--- src/hw/hyper_pkg.sv ---
// Hyper to-DRAM shared types
`default_nettype none

package hyper_pkg;

	// ~~~~~~~~~~~~~~~~~~~~~~~~~~~~~~
	// Sizes
	// ~~~~~~~~~~~~~~~~~~~~~~~~~~~~~~
	localparam int WORD_W     = 16;
	localparam int ANCILL_W   = 25;
	localparam int ADDR_W     = 9;   // 512 words per bank
	localparam int COUNT_W    = 6;
	localparam int N_SECT     = 4;
	localparam int SECT_W     = 2;
	localparam int LSAB_DEPTH = 16;
	localparam int LSAB_PTR_W = $clog2(LSAB_DEPTH);
	localparam int N_BANK     = 2;

	// ~~~~~~~~~~~~~~~~~~~~~~~~~~~~~~
	// Bundles
	// ~~~~~~~~~~~~~~~~~~~~~~~~~~~~~~

	// One entry of an LSAB section
	typedef struct packed {
		logic [WORD_W-1:0]   data;
		logic                intr;    // Interrupt flag carried with the word
		logic [ANCILL_W-1:0] ancill;
	} lsab_word_t;

	// Status of one section as seen from its head
	typedef struct packed {
		logic                stop;    // Section is empty
		logic                intr;
		logic [ANCILL_W-1:0] ancill;
	} lsab_stat_t;

	typedef struct packed {
		logic [ADDR_W-1:0]  start_address;
		logic [COUNT_W-1:0] count_req;
		logic [SECT_W-1:0]  section;
		logic [N_BANK-1:0]  dram_sel;    // One-hot bank, zero means no bank
	} move_req_t;

	typedef struct packed {
		logic [COUNT_W-1:0]  count_sent;
		logic                irq;
		logic                abrupt_stop;
		logic [ANCILL_W-1:0] ancill;
	} move_res_t;

	// Paired write towards the banks, live while request_access is non-zero
	typedef struct packed {
		logic [ADDR_W-1:0] coll_address;
		logic [3:0]        we_array;
		logic [N_BANK-1:0] request_access;
	} mcu_cmd_t;

endpackage

`default_nettype wire

--- src/hw/hyper_mvblck_todram.sv ---
// LSAB to DRAM block mover
`timescale 1ns/10ps
`default_nettype none

module hyper_mvblck_todram (
	input  wire                                              CLK,
	input  wire                                              RST,
	input  wire  hyper_pkg::lsab_stat_t [hyper_pkg::N_SECT-1:0] lsab_stat,
	input  wire  hyper_pkg::move_req_t                       move_req,
	input  wire                                              issue,
	output logic                                             lsab_read,
	output logic [hyper_pkg::SECT_W-1:0]                     lsab_section,
	output logic                                             working,
	output hyper_pkg::move_res_t                             move_res,
	output hyper_pkg::mcu_cmd_t                              mcu_cmd
);

	hyper_pkg::lsab_stat_t          sel_stat;
	logic                           stop_n;        // A word is popped on this edge
	logic                           stop_prev_n;
	logic                           am_working;
	logic                           working_pre;
	logic [hyper_pkg::COUNT_W-1:0]  len_left;
	logic [hyper_pkg::COUNT_W-1:0]  count_q;
	logic [hyper_pkg::N_BANK-1:0]   bank_q;
	logic [hyper_pkg::ADDR_W-1:0]   track_addr;

	assign sel_stat = lsab_stat[lsab_section];
	assign stop_n   = lsab_read && !sel_stat.stop;

	// ~~~~~~~~~~~~~~~~~~~~~~~~~~~~~~
	// Block bookkeeping
	// ~~~~~~~~~~~~~~~~~~~~~~~~~~~~~~
	always_ff @(posedge CLK)
	begin
		if (!am_working)
		begin
			// Follow the request while idle so the issue edge captures it
			lsab_section <= move_req.section;
			len_left     <= move_req.count_req;
			count_q      <= move_req.count_req;
			bank_q       <= move_req.dram_sel;
			track_addr   <= move_req.start_address;
			stop_prev_n  <= 1'b0;
		end
		else
		begin
			if (stop_n)
				len_left <= len_left - 1'b1;
			track_addr  <= track_addr + 1'b1;   // Advances once per busy cycle
			stop_prev_n <= stop_n;
		end
	end

	// ~~~~~~~~~~~~~~~~~~~~~~~~~~~~~~
	// Control, results and commands
	// ~~~~~~~~~~~~~~~~~~~~~~~~~~~~~~
	always_ff @(posedge CLK)
	begin
		if (!RST)
		begin
			am_working  <= 1'b0;
			working_pre <= 1'b0;
			working     <= 1'b0;
			lsab_read   <= 1'b0;
			move_res    <= '0;
			mcu_cmd     <= '0;
		end
		else
		begin
			if (!am_working)
			begin
				am_working <= issue;
				lsab_read  <= issue && (move_req.count_req != '0);   // Zero words pops nothing
				mcu_cmd.request_access <= '0;
			end
			else
			begin
				if (stop_n)
					lsab_read <= (len_left > 1);
				else
				begin
					// Nothing popped this cycle, so the block is over
					am_working <= 1'b0;
					lsab_read  <= 1'b0;
					move_res.count_sent  <= count_q - len_left;
					move_res.irq         <= sel_stat.intr;
					move_res.abrupt_stop <= lsab_read;   // Still reading means the section ran dry
					move_res.ancill      <= sel_stat.ancill;
				end

				// Odd address closes a pair, the even half came one pop earlier
				if (track_addr[0])
				begin
					mcu_cmd.we_array       <= {stop_prev_n, stop_prev_n, stop_n, stop_n};
					mcu_cmd.coll_address   <= {track_addr[hyper_pkg::ADDR_W-1:1], 1'b0};
					mcu_cmd.request_access <= bank_q;
				end
				else
					mcu_cmd.request_access <= '0;
			end

			// Two extra cycles keep the host off until the last write has landed
			working_pre <= am_working;
			working     <= working_pre;
		end
	end

	a_access_onehot : assert property (@(posedge CLK) disable iff (!RST)
		$onehot0(mcu_cmd.request_access));

	a_read_busy : assert property (@(posedge CLK) disable iff (!RST)
		lsab_read |-> am_working);

endmodule

`default_nettype wire

--- config.mk ---
export PLATFORM = sky130hd
export DESIGN_NAME = hyper_mvblck_todram
export DESIGN_NICKNAME = d
export VERILOG_FILES = /design/src/hw/hyper_pkg.sv /design/src/hw/hyper_mvblck_todram.sv
export SDC_FILE = /design/constraint.sdc
export NUM_CORES = 1
export LEC_CHECK = 0
export BUFFER_PORTS_ARGS = -buffer_cell sky130_fd_sc_hd__buf_2
export CAP_MARGIN = 20
export CORE_ASPECT_RATIO = 0.7
export CORE_MARGIN = 5
export CORE_UTILIZATION = 50
export CTS_CLUSTER_DIAMETER = 30
export DETAILED_ROUTE_END_ITERATION = 12
export PLACE_DENSITY_LB_ADDON = 0.25
export SYNTH_ARGS = -nofsm -noshare
export SYNTH_HDL_FRONTEND = slang
export SYNTH_SLANG_ARGS = --single-unit
--- constraint.sdc ---
create_clock -name CLK -period 3.1 [get_ports CLK]
set_input_delay 0.465 -clock CLK [delete_from_list [all_inputs] [get_ports CLK]]
set_output_delay 0.465 -clock CLK [all_outputs]
set_load 0.03 [all_outputs]
==> impl_metrics.yaml <==
layout:
  multi_input_area_um2: 1840
  fin_nets: 666
  n_antenna_cell: 0
  regArea_um2: 1660
  final_cells: 628
  layout-drive-gt1-share_pct: 46.2
  fillCellCount: 608
  synthToLayoutAreaGrowth_pct: 29.9
global_route:
  grt_pass1_vias: 3177
  grt.total_usage_pct: 21.6
  grt_start_max_net_pins: 44
  antenna_found_initial: 0
  grt_pass1_wl_mm: 15.5
  grt-ovfl-total: 0
drt:
  routedWlPerCell_um: 16.5
  drc_errors: 0
  num_vias: 3309
  drt_pass1_iterations: 4
  antenna_left: 0
  wl_mm: 10.4
  drt-initial-drc-count: 233
  drt-vias-per-instance: 5.27
clock_tree:
  cts_tree: "done"
  ctsHoldBuffers: 0
  post_cts_buffers: 0
  root_buffer: "clkbuf_8"
  cts_buffer_depth: 2
  cts_resized: 0
  clock_sinks: 75
  cts_max_level: 3
  clkLatencyLatePin_ps: 350
  clkSlewWorstSetupHoldPaths_ps: 70
  cts_buffers: 9
sta:
  hold_violations: 0
  rsz0062_at_grt: "no"
  report.final.slew_viol_count: 0
  fin_worst_skew_ps: 7.17
  tns_ps: 0
  setup_ws_ps: 1050
  setup_viol_count_final: 0
  tightest_slew_ps: 627
  timing.fmax_mhz: 487
  slew_headroom_pct: 58.0
  post-route-period-util_pct: 66.2
  fin_crit_ps: 2050
floorplan:
  start_util_pct: 50.9
  dieArea_um2: 9240
  pin_count: 182
  core_um2: 7250
  placement_rows: 26
  fp.dieW_um: 113
  die_h_um: 81.9
yosys:
  synth_most_common_cell: "nand2_1"
  synth_commonest_cells: "79 x nand2_1, 59 x dfxtp_1, 40 x a21oi_1"
  yosysWarnings: 0
  avgSynthCellArea_um2: 10.4
  ys_ff_latch: 75
  seq_area_frac_synth_pct: 45.0
  synth_flop_cell: "dfxtp_1"
  syn_area_um2: 3690
  yosysUniqueCellTypes: 42
  synthTopCellsByArea: "dfxtp_1 32%, mux4_2 16%, edfxtp_1 13%, nand2_1 8.0%, a21oi_1 5.4%"
  async_reset_ff_share_pct: 0
  syn_inst: 355
  synth_nets: 494
  yosys.area.top_type: "dfxtp_1"
  synth-edff-count: 16
  yosys.area.top_type_share_pct: 32.0
power:
  pwr-share-seq_pct: 47.1
  p_comb_share_pct: 22.2
  p_per_area_nw_per_um2: 495
  ir_worst_vdd_v: 0.000238
  p_int_uw: 1700
  p_sw_uw: 673
  p_clk_share_pct: 30.7
  p_leak_uw: 0.00213
  p_sw_share_pct: 28.3
setup_path:
  criticalPathCategory: "reg2reg"
  r2r_cells: 5
  crit_path_max_fanout: 36
  crit_end: "move_res[6]"
  r2r-start: "lsab_section[0]"
  cp.arrival_ps: 2340
  reg2reg_setup_slack_ps: 1050
  worstReg2RegEnd: "move_res[6]"
  cp-start-kind: "flop"
  cp.required_ps: 3380
  cp-startpoint: "lsab_section[0]"
  critPathCaptureType: "flop"
placement:
  post-place-ws_ps: 951
  routabilityCongestion: 0.800
  dp_hpwl_mm: 8.08
  portBuffers: 180
  dp_cells: 614
run_status:
  status: "finished clean"
job:
  cap_violations: 0
hold_path:
  hp-class: "in2reg"
-- metal layers --
layer  GRT usage, %  routed length (um)  up-vias
li1               -                   -     1600
met1           28.1                4190     1545
met2           34.0                5060      153
met3           8.69                1020       11
met4           5.16                  91        0
met5              0                   0        -
-- cell usage in the layout (no fill, tap or decap), types with 2 or more instances in the layout --
| cell type | instances |
|---|---|
| o21ai_0 | 2 |
| nand3_1 | 6 |
| a21oi_2 | 14 |
| inv_1 | 8 |
| buf_4 | 4 |
| a21oi_1 | 40 |
| and3_1 | 3 |
| xnor2_1 | 9 |
| o31ai_1 | 2 |
| dfxtp_1 | 59 |
| ha_1 | 8 |
| nor2_1 | 21 |
| edfxtp_1 | 16 |
| and2_1 | 3 |
| mux2_2 | 2 |
| clkinv_1 | 2 |
| clkbuf_8 | 12 |
| o311ai_0 | 3 |
| nand2_1 | 79 |
| o211ai_1 | 3 |
| mux4_2 | 27 |
| buf_2 | 180 |
| nor3_1 | 3 |
| xor2_1 | 5 |
| o21a_1 | 2 |
| a211oi_1 | 2 |
-- final cells by class --
class                   instances  share of cell area [%]
clock inverters                 1                   0.104
clock buffers                  13                    3.96
inverters                      11                   0.964
repair buffers                184                    19.4
flip-flops and latches         75                    34.6
multi-input cells             246                    38.4
well taps                      98                    2.55
-- sequential cells by signal, indices dropped and copies added (netlist names) --
| name | count |
|---|---|
| count_q | 6 |
| move_res | 33 |
| working | 1 |
| am_working | 1 |
| mcu_cmd | 12 |
| stop_prev_n | 1 |
| working_pre | 1 |
| len_left | 6 |
| bank_q | 2 |
| lsab_section | 2 |
| lsab_read | 1 |
| track_addr | 9 |
-- critical path, stage by stage (launching register included) --
cell and delay, ps:
edfxtp_1 430, mux4_2 600, o21a_4 370, inv_6 280, nand2_1 140, a21oi_2 160
-- worst min-delay path by stage --
stage | start | endpoint | slack (ps) | cells after the start
after floorplan | working_pre | working | 410 | 1
after global placement | working_pre | working | 420 | 1
after detailed placement | working_pre | working | 430 | 1
after CTS | move_req[2] | lsab_section[0] | 270 | 1
after global routing | move_req[2] | lsab_section[0] | 270 | 1
final | move_req[2] | lsab_section[0] | 290 | 1
-- through the flow --
| stage | cell area (um2) | hold slack [ps] | power (uW) | utilization (%) |
|---|---|---|---|---|
| floorplan | 3690 | 412 | 1490 | - |
| global placement | 4610 | 421 | 1650 | 63.5 |
| detailed placement | 4610 | 431 | 1670 | 63.5 |
| CTS | 4800 | 272 | 2400 | 66.2 |
| global route | 4800 | 266 | 2500 | 66.2 |
| finish | 4800 | 289 | 2380 | 66.2 |
-- cell families after synthesis --
group / after synthesis / share of synthesized area, %
AO/OA/AOI/OAI: 72 / 12.7
XOR/XNOR: 14 / 3.32
adder cells (fa/ha/maj): 9 / 3.25
buffers and inverters: 34 / 5.11
flip-flops: 75 / 45.0
multiplexers: 29 / 17.1
other: 1 / 0.101
AND/OR/NAND/NOR: 121 / 13.4
-- power by group through the flow --
stage	Combinational, uW	Clock, uW	Sequential, uW
final	528	729	1120
after detailed placement	530	0	1140
after global placement	514	0	1140
after CTS	532	747	1120
after global routing	574	792	1130
after floorplan	294	0	1200
(Power assumes the default switching activity.)
