$ cat src/hw/hyper_pkg.sv
// Hyper to-DRAM shared types
`default_nettype none

package hyper_pkg;

	// ~~~~~~~~~~~~~~~~~~~~~~~~~~~~~~
	// Sizes
	// ~~~~~~~~~~~~~~~~~~~~~~~~~~~~~~
	localparam int WORD_W     = 16;
	localparam int ANCILL_W   = 25;
	localparam int ADDR_W     = 9;   // 512 words per bank
	localparam int COUNT_W    = 6;
	localparam int N_SECT     = 4;
	localparam int SECT_W     = 2;
	localparam int LSAB_DEPTH = 16;
	localparam int LSAB_PTR_W = $clog2(LSAB_DEPTH);
	localparam int N_BANK     = 2;

	// ~~~~~~~~~~~~~~~~~~~~~~~~~~~~~~
	// Bundles
	// ~~~~~~~~~~~~~~~~~~~~~~~~~~~~~~

	// One entry of an LSAB section
	typedef struct packed {
		logic [WORD_W-1:0]   data;
		logic                intr;    // Interrupt flag carried with the word
		logic [ANCILL_W-1:0] ancill;
	} lsab_word_t;

	// Status of one section as seen from its head
	typedef struct packed {
		logic                stop;    // Section is empty
		logic                intr;
		logic [ANCILL_W-1:0] ancill;
	} lsab_stat_t;

	typedef struct packed {
		logic [ADDR_W-1:0]  start_address;
		logic [COUNT_W-1:0] count_req;
		logic [SECT_W-1:0]  section;
		logic [N_BANK-1:0]  dram_sel;    // One-hot bank, zero means no bank
	} move_req_t;

	typedef struct packed {
		logic [COUNT_W-1:0]  count_sent;
		logic                irq;
		logic                abrupt_stop;
		logic [ANCILL_W-1:0] ancill;
	} move_res_t;

	// Paired write towards the banks, live while request_access is non-zero
	typedef struct packed {
		logic [ADDR_W-1:0] coll_address;
		logic [3:0]        we_array;
		logic [N_BANK-1:0] request_access;
	} mcu_cmd_t;

endpackage

`default_nettype wire

$ cat src/hw/lsab_cr.sv
// LSAB four-section line buffer
`timescale 1ns/10ps
`default_nettype none

module lsab_cr (
	input  wire                                              CLK,
	input  wire                                              RST,
	// Host write port
	input  wire                                              wr_en,
	input  wire  [hyper_pkg::SECT_W-1:0]                     wr_section,
	input  wire  hyper_pkg::lsab_word_t                      wr_word,
	// Pop port from the block mover
	input  wire                                              lsab_read,
	input  wire  [hyper_pkg::SECT_W-1:0]                     lsab_section,
	output wire  hyper_pkg::lsab_stat_t [hyper_pkg::N_SECT-1:0] lsab_stat,
	output logic [hyper_pkg::WORD_W-1:0]                     head_data
);

	wire hyper_pkg::lsab_word_t [hyper_pkg::N_SECT-1:0] heads;
	wire [hyper_pkg::N_SECT-1:0]                        push;
	wire [hyper_pkg::N_SECT-1:0]                        pop;

	// ~~~~~~~~~~~~~~~~~~~~~~~~~~~~~~
	// One circular buffer per section
	// ~~~~~~~~~~~~~~~~~~~~~~~~~~~~~~
	for (genvar s = 0; s < hyper_pkg::N_SECT; s++)
	begin : g_sect
		hyper_pkg::lsab_word_t              mem [hyper_pkg::LSAB_DEPTH];
		logic [hyper_pkg::LSAB_PTR_W-1:0]   rd_ptr;
		logic [hyper_pkg::LSAB_PTR_W-1:0]   wr_ptr;
		logic [hyper_pkg::LSAB_PTR_W:0]     count;   // One bit wider to hold a full section
		logic                               empty;

		assign empty   = (count == '0);
		assign push[s] = wr_en && (wr_section == s) && (count != hyper_pkg::LSAB_DEPTH);
		assign pop[s]  = lsab_read && (lsab_section == s) && !empty;
		assign heads[s] = mem[rd_ptr];

		// A stale head is hidden once the section has drained
		assign lsab_stat[s] = '{
			stop:   empty,
			intr:   !empty && mem[rd_ptr].intr,
			ancill: empty ? '0 : mem[rd_ptr].ancill
		};

		always_ff @(posedge CLK)
		begin
			if (push[s])
				mem[wr_ptr] <= wr_word;
		end

		always_ff @(posedge CLK)
		begin
			if (!RST)
			begin
				rd_ptr <= '0;
				wr_ptr <= '0;
				count  <= '0;
			end
			else
			begin
				if (push[s])
					wr_ptr <= wr_ptr + 1'b1;   // Wraps at the section depth
				if (pop[s])
					rd_ptr <= rd_ptr + 1'b1;
				case ({push[s], pop[s]})
					2'b10:   count <= count + 1'b1;
					2'b01:   count <= count - 1'b1;
					default: count <= count;     // Push and pop together cancel out
				endcase
			end
		end

		// The pointers must still show a stored word whenever the head is popped
		a_no_underflow : assert property (@(posedge CLK) disable iff (!RST)
			pop[s] |-> (rd_ptr != wr_ptr) || (count == hyper_pkg::LSAB_DEPTH));

		a_bounded : assert property (@(posedge CLK) disable iff (!RST)
			count <= hyper_pkg::LSAB_DEPTH);
	end

	assign head_data = heads[lsab_section].data;   // Word that the next pop removes

endmodule

`default_nettype wire

$ cat config.mk
export PLATFORM = sky130hd
export DESIGN_NAME = lsab_cr
export DESIGN_NICKNAME = d
export VERILOG_FILES = /design/src/hw/hyper_pkg.sv /design/src/hw/lsab_cr.sv
export SDC_FILE = /design/constraint.sdc
export NUM_CORES = 2
export LEC_CHECK = 0
export BUFFER_PORTS_ARGS = -buffer_cell sky130_fd_sc_hd__buf_2
export CAP_MARGIN = 0
export CORE_AREA = 4 4 489 491
export DETAILED_ROUTE_END_ITERATION = 8
export DIE_AREA = 0 0 493 495
export PLACE_DENSITY = 0.72
export SYNTH_ARGS = -nofsm -noshare
export SYNTH_HDL_FRONTEND = slang
export SYNTH_SLANG_ARGS = --single-unit
export TNS_END_PERCENT = 50
$ cat constraint.sdc
create_clock -name CLK -period 5 [get_ports CLK]
set_clock_uncertainty 0.05 [all_clocks]
set_input_delay 1 -clock CLK [delete_from_list [all_inputs] [get_ports CLK]]
set_output_delay 1 -clock CLK [all_outputs]
set_load 0.02 [all_outputs]
==> summary.md <==
### Status
* status: finished, final reports clean

### Critical path
* Critical R2R Capture: g_sect[0].count[4]$_SDFFE_PN0P_
* crit path DAT: 3810 ps
* kind of critical path: register to output pin
* Worst R2R Setup Slack: 1920 ps
* R2R depth: 9
* Crit path required time: 3950 ps
* Critical Path Start Type: register
* Worst Setup End Kind: output pin
* peak fanout along the critical path: 17
* worst r2r src: g_sect[0].count[1]$_SDFFE_PN0P_

### Synth
* flops & latches, synth: 2756
* total number of yosys warnings: 0
* cell types occupying the most area after synthesis: sky130_fd_sc_hd__edfxtp_1 77%, sky130_fd_sc_hd__mux4_2 17%, sky130_fd_sc_hd__dfxtp_1 1.3%
* sequential element share of the synthesized area: 0.779
* post-synth top area share: 0.766
* async set-or-reset flop fraction in the synthesized netlist: 0
* net count after synthesis: 4584
* most area-hungry cell type in the Yosys netlist: sky130_fd_sc_hd__edfxtp_1
* count of mapped cells out of synthesis: 4503
* cell area after synthesis: 105000 µm²
* syn_area_per_cell: 23.4 µm²
* count of flip-flops with a built-in enable after synthesis: 2688
* count of distinct cell types in the synthesized netlist: 46
* flip-flop cell with the highest count after synthesis: sky130_fd_sc_hd__edfxtp_1

### Final layout
* most frequent cells in the layout: 2688 x sky130_fd_sc_hd__edfxtp_1, 776 x sky130_fd_sc_hd__mux4_2, 244 x sky130_fd_sc_hd__clkbuf_16
* register area: 82100 µm²
* area growth from synthesis to layout: 13.5%
* number of nets in the layout: 4966
* fill cell count: 17800
* leading cell type in the layout, fill and taps excluded: sky130_fd_sc_hd__edfxtp_1
* proportion of layout cells with a drive suffix above 1: 0.315
* final std cell area, no fill: 120000 µm²
* area used by multi-input combinational logic: 22600 µm²

### Global route
* wire length of the first global-routing pass: 359000 µm
* via count of the first global-routing pass: 50600
* Remaining Overflow, GRT: 0
* maximum number of pins on one net before global-route repair: 102
* global-route total usage across every layer: 0.202
* antenna violations before repair: 22

### Detailed routing
* total number of vias: 49400
* average detailed-routed wire length per instance: 30.0 µm
* detailed-route wire length: 247000 µm
* Vias/cell: 5.99
* number of nets with antenna violations after routing: 0
* count of routing violations after the opening detailed-route iteration: 6379
* DRC violations left: 0
* count of TritonRoute iterations in the first routing pass: 7

### STA
* actual transition at the worst max-transition pin: 1320 ps
* RSZ-0062 raised after global routing: false
* final setup vio count: 0
* final hold violations: 0
* fin crit period: 4860 ps
* count of pins over their slew limit: 0
* Rel. slew slack: 0.122
* final total negative setup slack: 0 ps
* maximum achievable frequency: 0.206 GHz
* crit path setup slack, layout: 139 ps
* share of the cycle needed by the critical path after routing: 0.972

### Power and ir drop
* Internal Power: 35.8 mW
* power per unit of standard cell area: 375 nW/µm²
* share of total power consumed by net switching: 0.201
* sequential fraction of design power: 0.567
* clock network power share: 0.404
* static leakage: 36.2 nW
* peak supply drop: 0.391 mV
* part of the power in combinational logic: 0.029
* net switching power: 9.00 mW

### Clock network
* Clk pin slew, worst setup/hold paths: 70 ps
* cell at the root of the clock tree: sky130_fd_sc_hd__clkbuf_16
* clock sinks: 2756
* clock buffers created by TritonCTS: 239
* number of buffers on the longest clock path: 3
* later-pin clock latency in the skew report: 870 ps
* cts-stage hold buffer count: 0
* number of levels in the clock H-tree: 4
* CTS tree: built

### Placement
* worst setup slack after placement: 742 ps
* port bufs: 173
* last weighted congestion value of the routability-driven placer: 0.773
* HPWL after detailed placement: 138000 µm
* Placed Area: 112000 µm²

### Floorplan
* area of the die: 244000 µm²
* row count: 178
* width of the die: 493 µm
* total core area: 235000 µm²
* effective utilization at floorplan: 0.449
* num ports: 174
* vertical die dimension: 495 µm

### Hold path
* Hold Crit Endpoint: g_sect[3].count[4]$_SDFFE_PN0P_
* hold wc startpoint: g_sect[3].count[4]$_SDFFE_PN0P_
* Tightest Hold Check Type: register to register
* worst hold path cell count: 2

### Run
* number of maximum-capacitance violations: 0

repair_timing:
action,CTS,global route
setup endpoints to repair,4,26
buffers inserted,1,2
resized for setup,1,3
worst max path at each step:
| stage | cells after the start | to | startpoint | slack, ps |
|---|---|---|---|---|
| after floorplan | 4 | g_sect[1].mem[2][0]$_DFFE_PP_ | wr_section[1] | -250 |
| after global placement | 12 | g_sect[1].count[4]$_SDFFE_PN0P_ | wr_section[1] | 670 |
| after detailed placement | 5 | head_data[0] | lsab_section[1] | 740 |
| after CTS | 5 | lsab_stat[50] | register | 20 |
| after global routing | 6 | head_data[10] | register | 2 |
| final | 6 | head_data[10] | register | 140 |
power groups by stage:
stage                     Combinational (mW)  Clock [mW]  Sequential (mW)
final                                   1.29        18.1             25.4
after global routing                    1.38        19.4             25.4
after CTS                               1.31        18.4             25.4
after detailed placement                1.30           0             25.9
after global placement                  1.27           0             25.9
after floorplan                        0.563           0             25.9
layer usage:
metal / global-route usage / up-vias / wire length, µm
met5: 0 / - / 63
met4: 0.0655 / 10 / 8020
met3: 0.0300 / 420 / 19600
met2: 0.339 / 2404 / 125000
met1: 0.275 / 26600 / 94100
li1: - / 19900 / -
through the flow:
stage          power (mW)   util  std cells  hold slack, ps
3_5_place_dp         27.2  0.477       7791             434
4_1_cts              45.1  0.509       8237             404
2_1_floorplan        26.5      -       4503             401
5_1_grt              46.2  0.510       8241             439
3_3_place_gp         27.2  0.477       7791             412
6_report             44.8  0.510       8245             438
cell families after synthesis:
kind of cell             share of synthesized area
AND/OR/NAND/NOR                             0.0201
flip-flops                                   0.779
multiplexers                                 0.167
XOR/XNOR                                   0.00324
adder cells (fa/ha/maj)                    0.00368
AO/OA/AOI/OAI                               0.0157
buffers and inverters                       0.0116
layout make-up:
class | instances | share of cell area
timing repair buffer | 393 | 0.0269
sequential | 2756 | 0.686
clock buffer | 303 | 0.0535
clock inverter | 142 | 0.0107
multi-input combinational | 1478 | 0.189
inverter | 17 | 0.000533
antenna | 6 | 0.000126
tap | 3150 | 0.0329
state kept, by name, summed over array words and instances, names as in the netlist, named ones only:
register       flops
g_sect.wr_ptr     16
g_sect.mem      2688
g_sect.rd_ptr     16
g_sect.count      20
synth_stat cells (31+ instances only):
cell	number
sky130_fd_sc_hd__a21oi_1	80
sky130_fd_sc_hd__ha_1	31
sky130_fd_sc_hd__nor2b_1	135
sky130_fd_sc_hd__mux4_2	776
sky130_fd_sc_hd__buf_2	56
sky130_fd_sc_hd__dfxtp_1	68
sky130_fd_sc_hd__a22oi_1	128
sky130_fd_sc_hd__edfxtp_1	2688
sky130_fd_sc_hd__nand2_1	34
sky130_fd_sc_hd__nor2_1	61
sky130_fd_sc_hd__clkbuf_1	148
sky130_fd_sc_hd__and2_1	47
worst max-delay path, stage by stage, from the launching register on:
cell,delay (ps)
sky130_fd_sc_hd__dfxtp_4,610
sky130_fd_sc_hd__buf_4,350
sky130_fd_sc_hd__mux4_2,530
sky130_fd_sc_hd__a22oi_1,240
sky130_fd_sc_hd__a21oi_1,240
sky130_fd_sc_hd__or4_1,730
sky130_fd_sc_hd__buf_2,230
No activity file was read; power rests on OpenSTA's default activity.
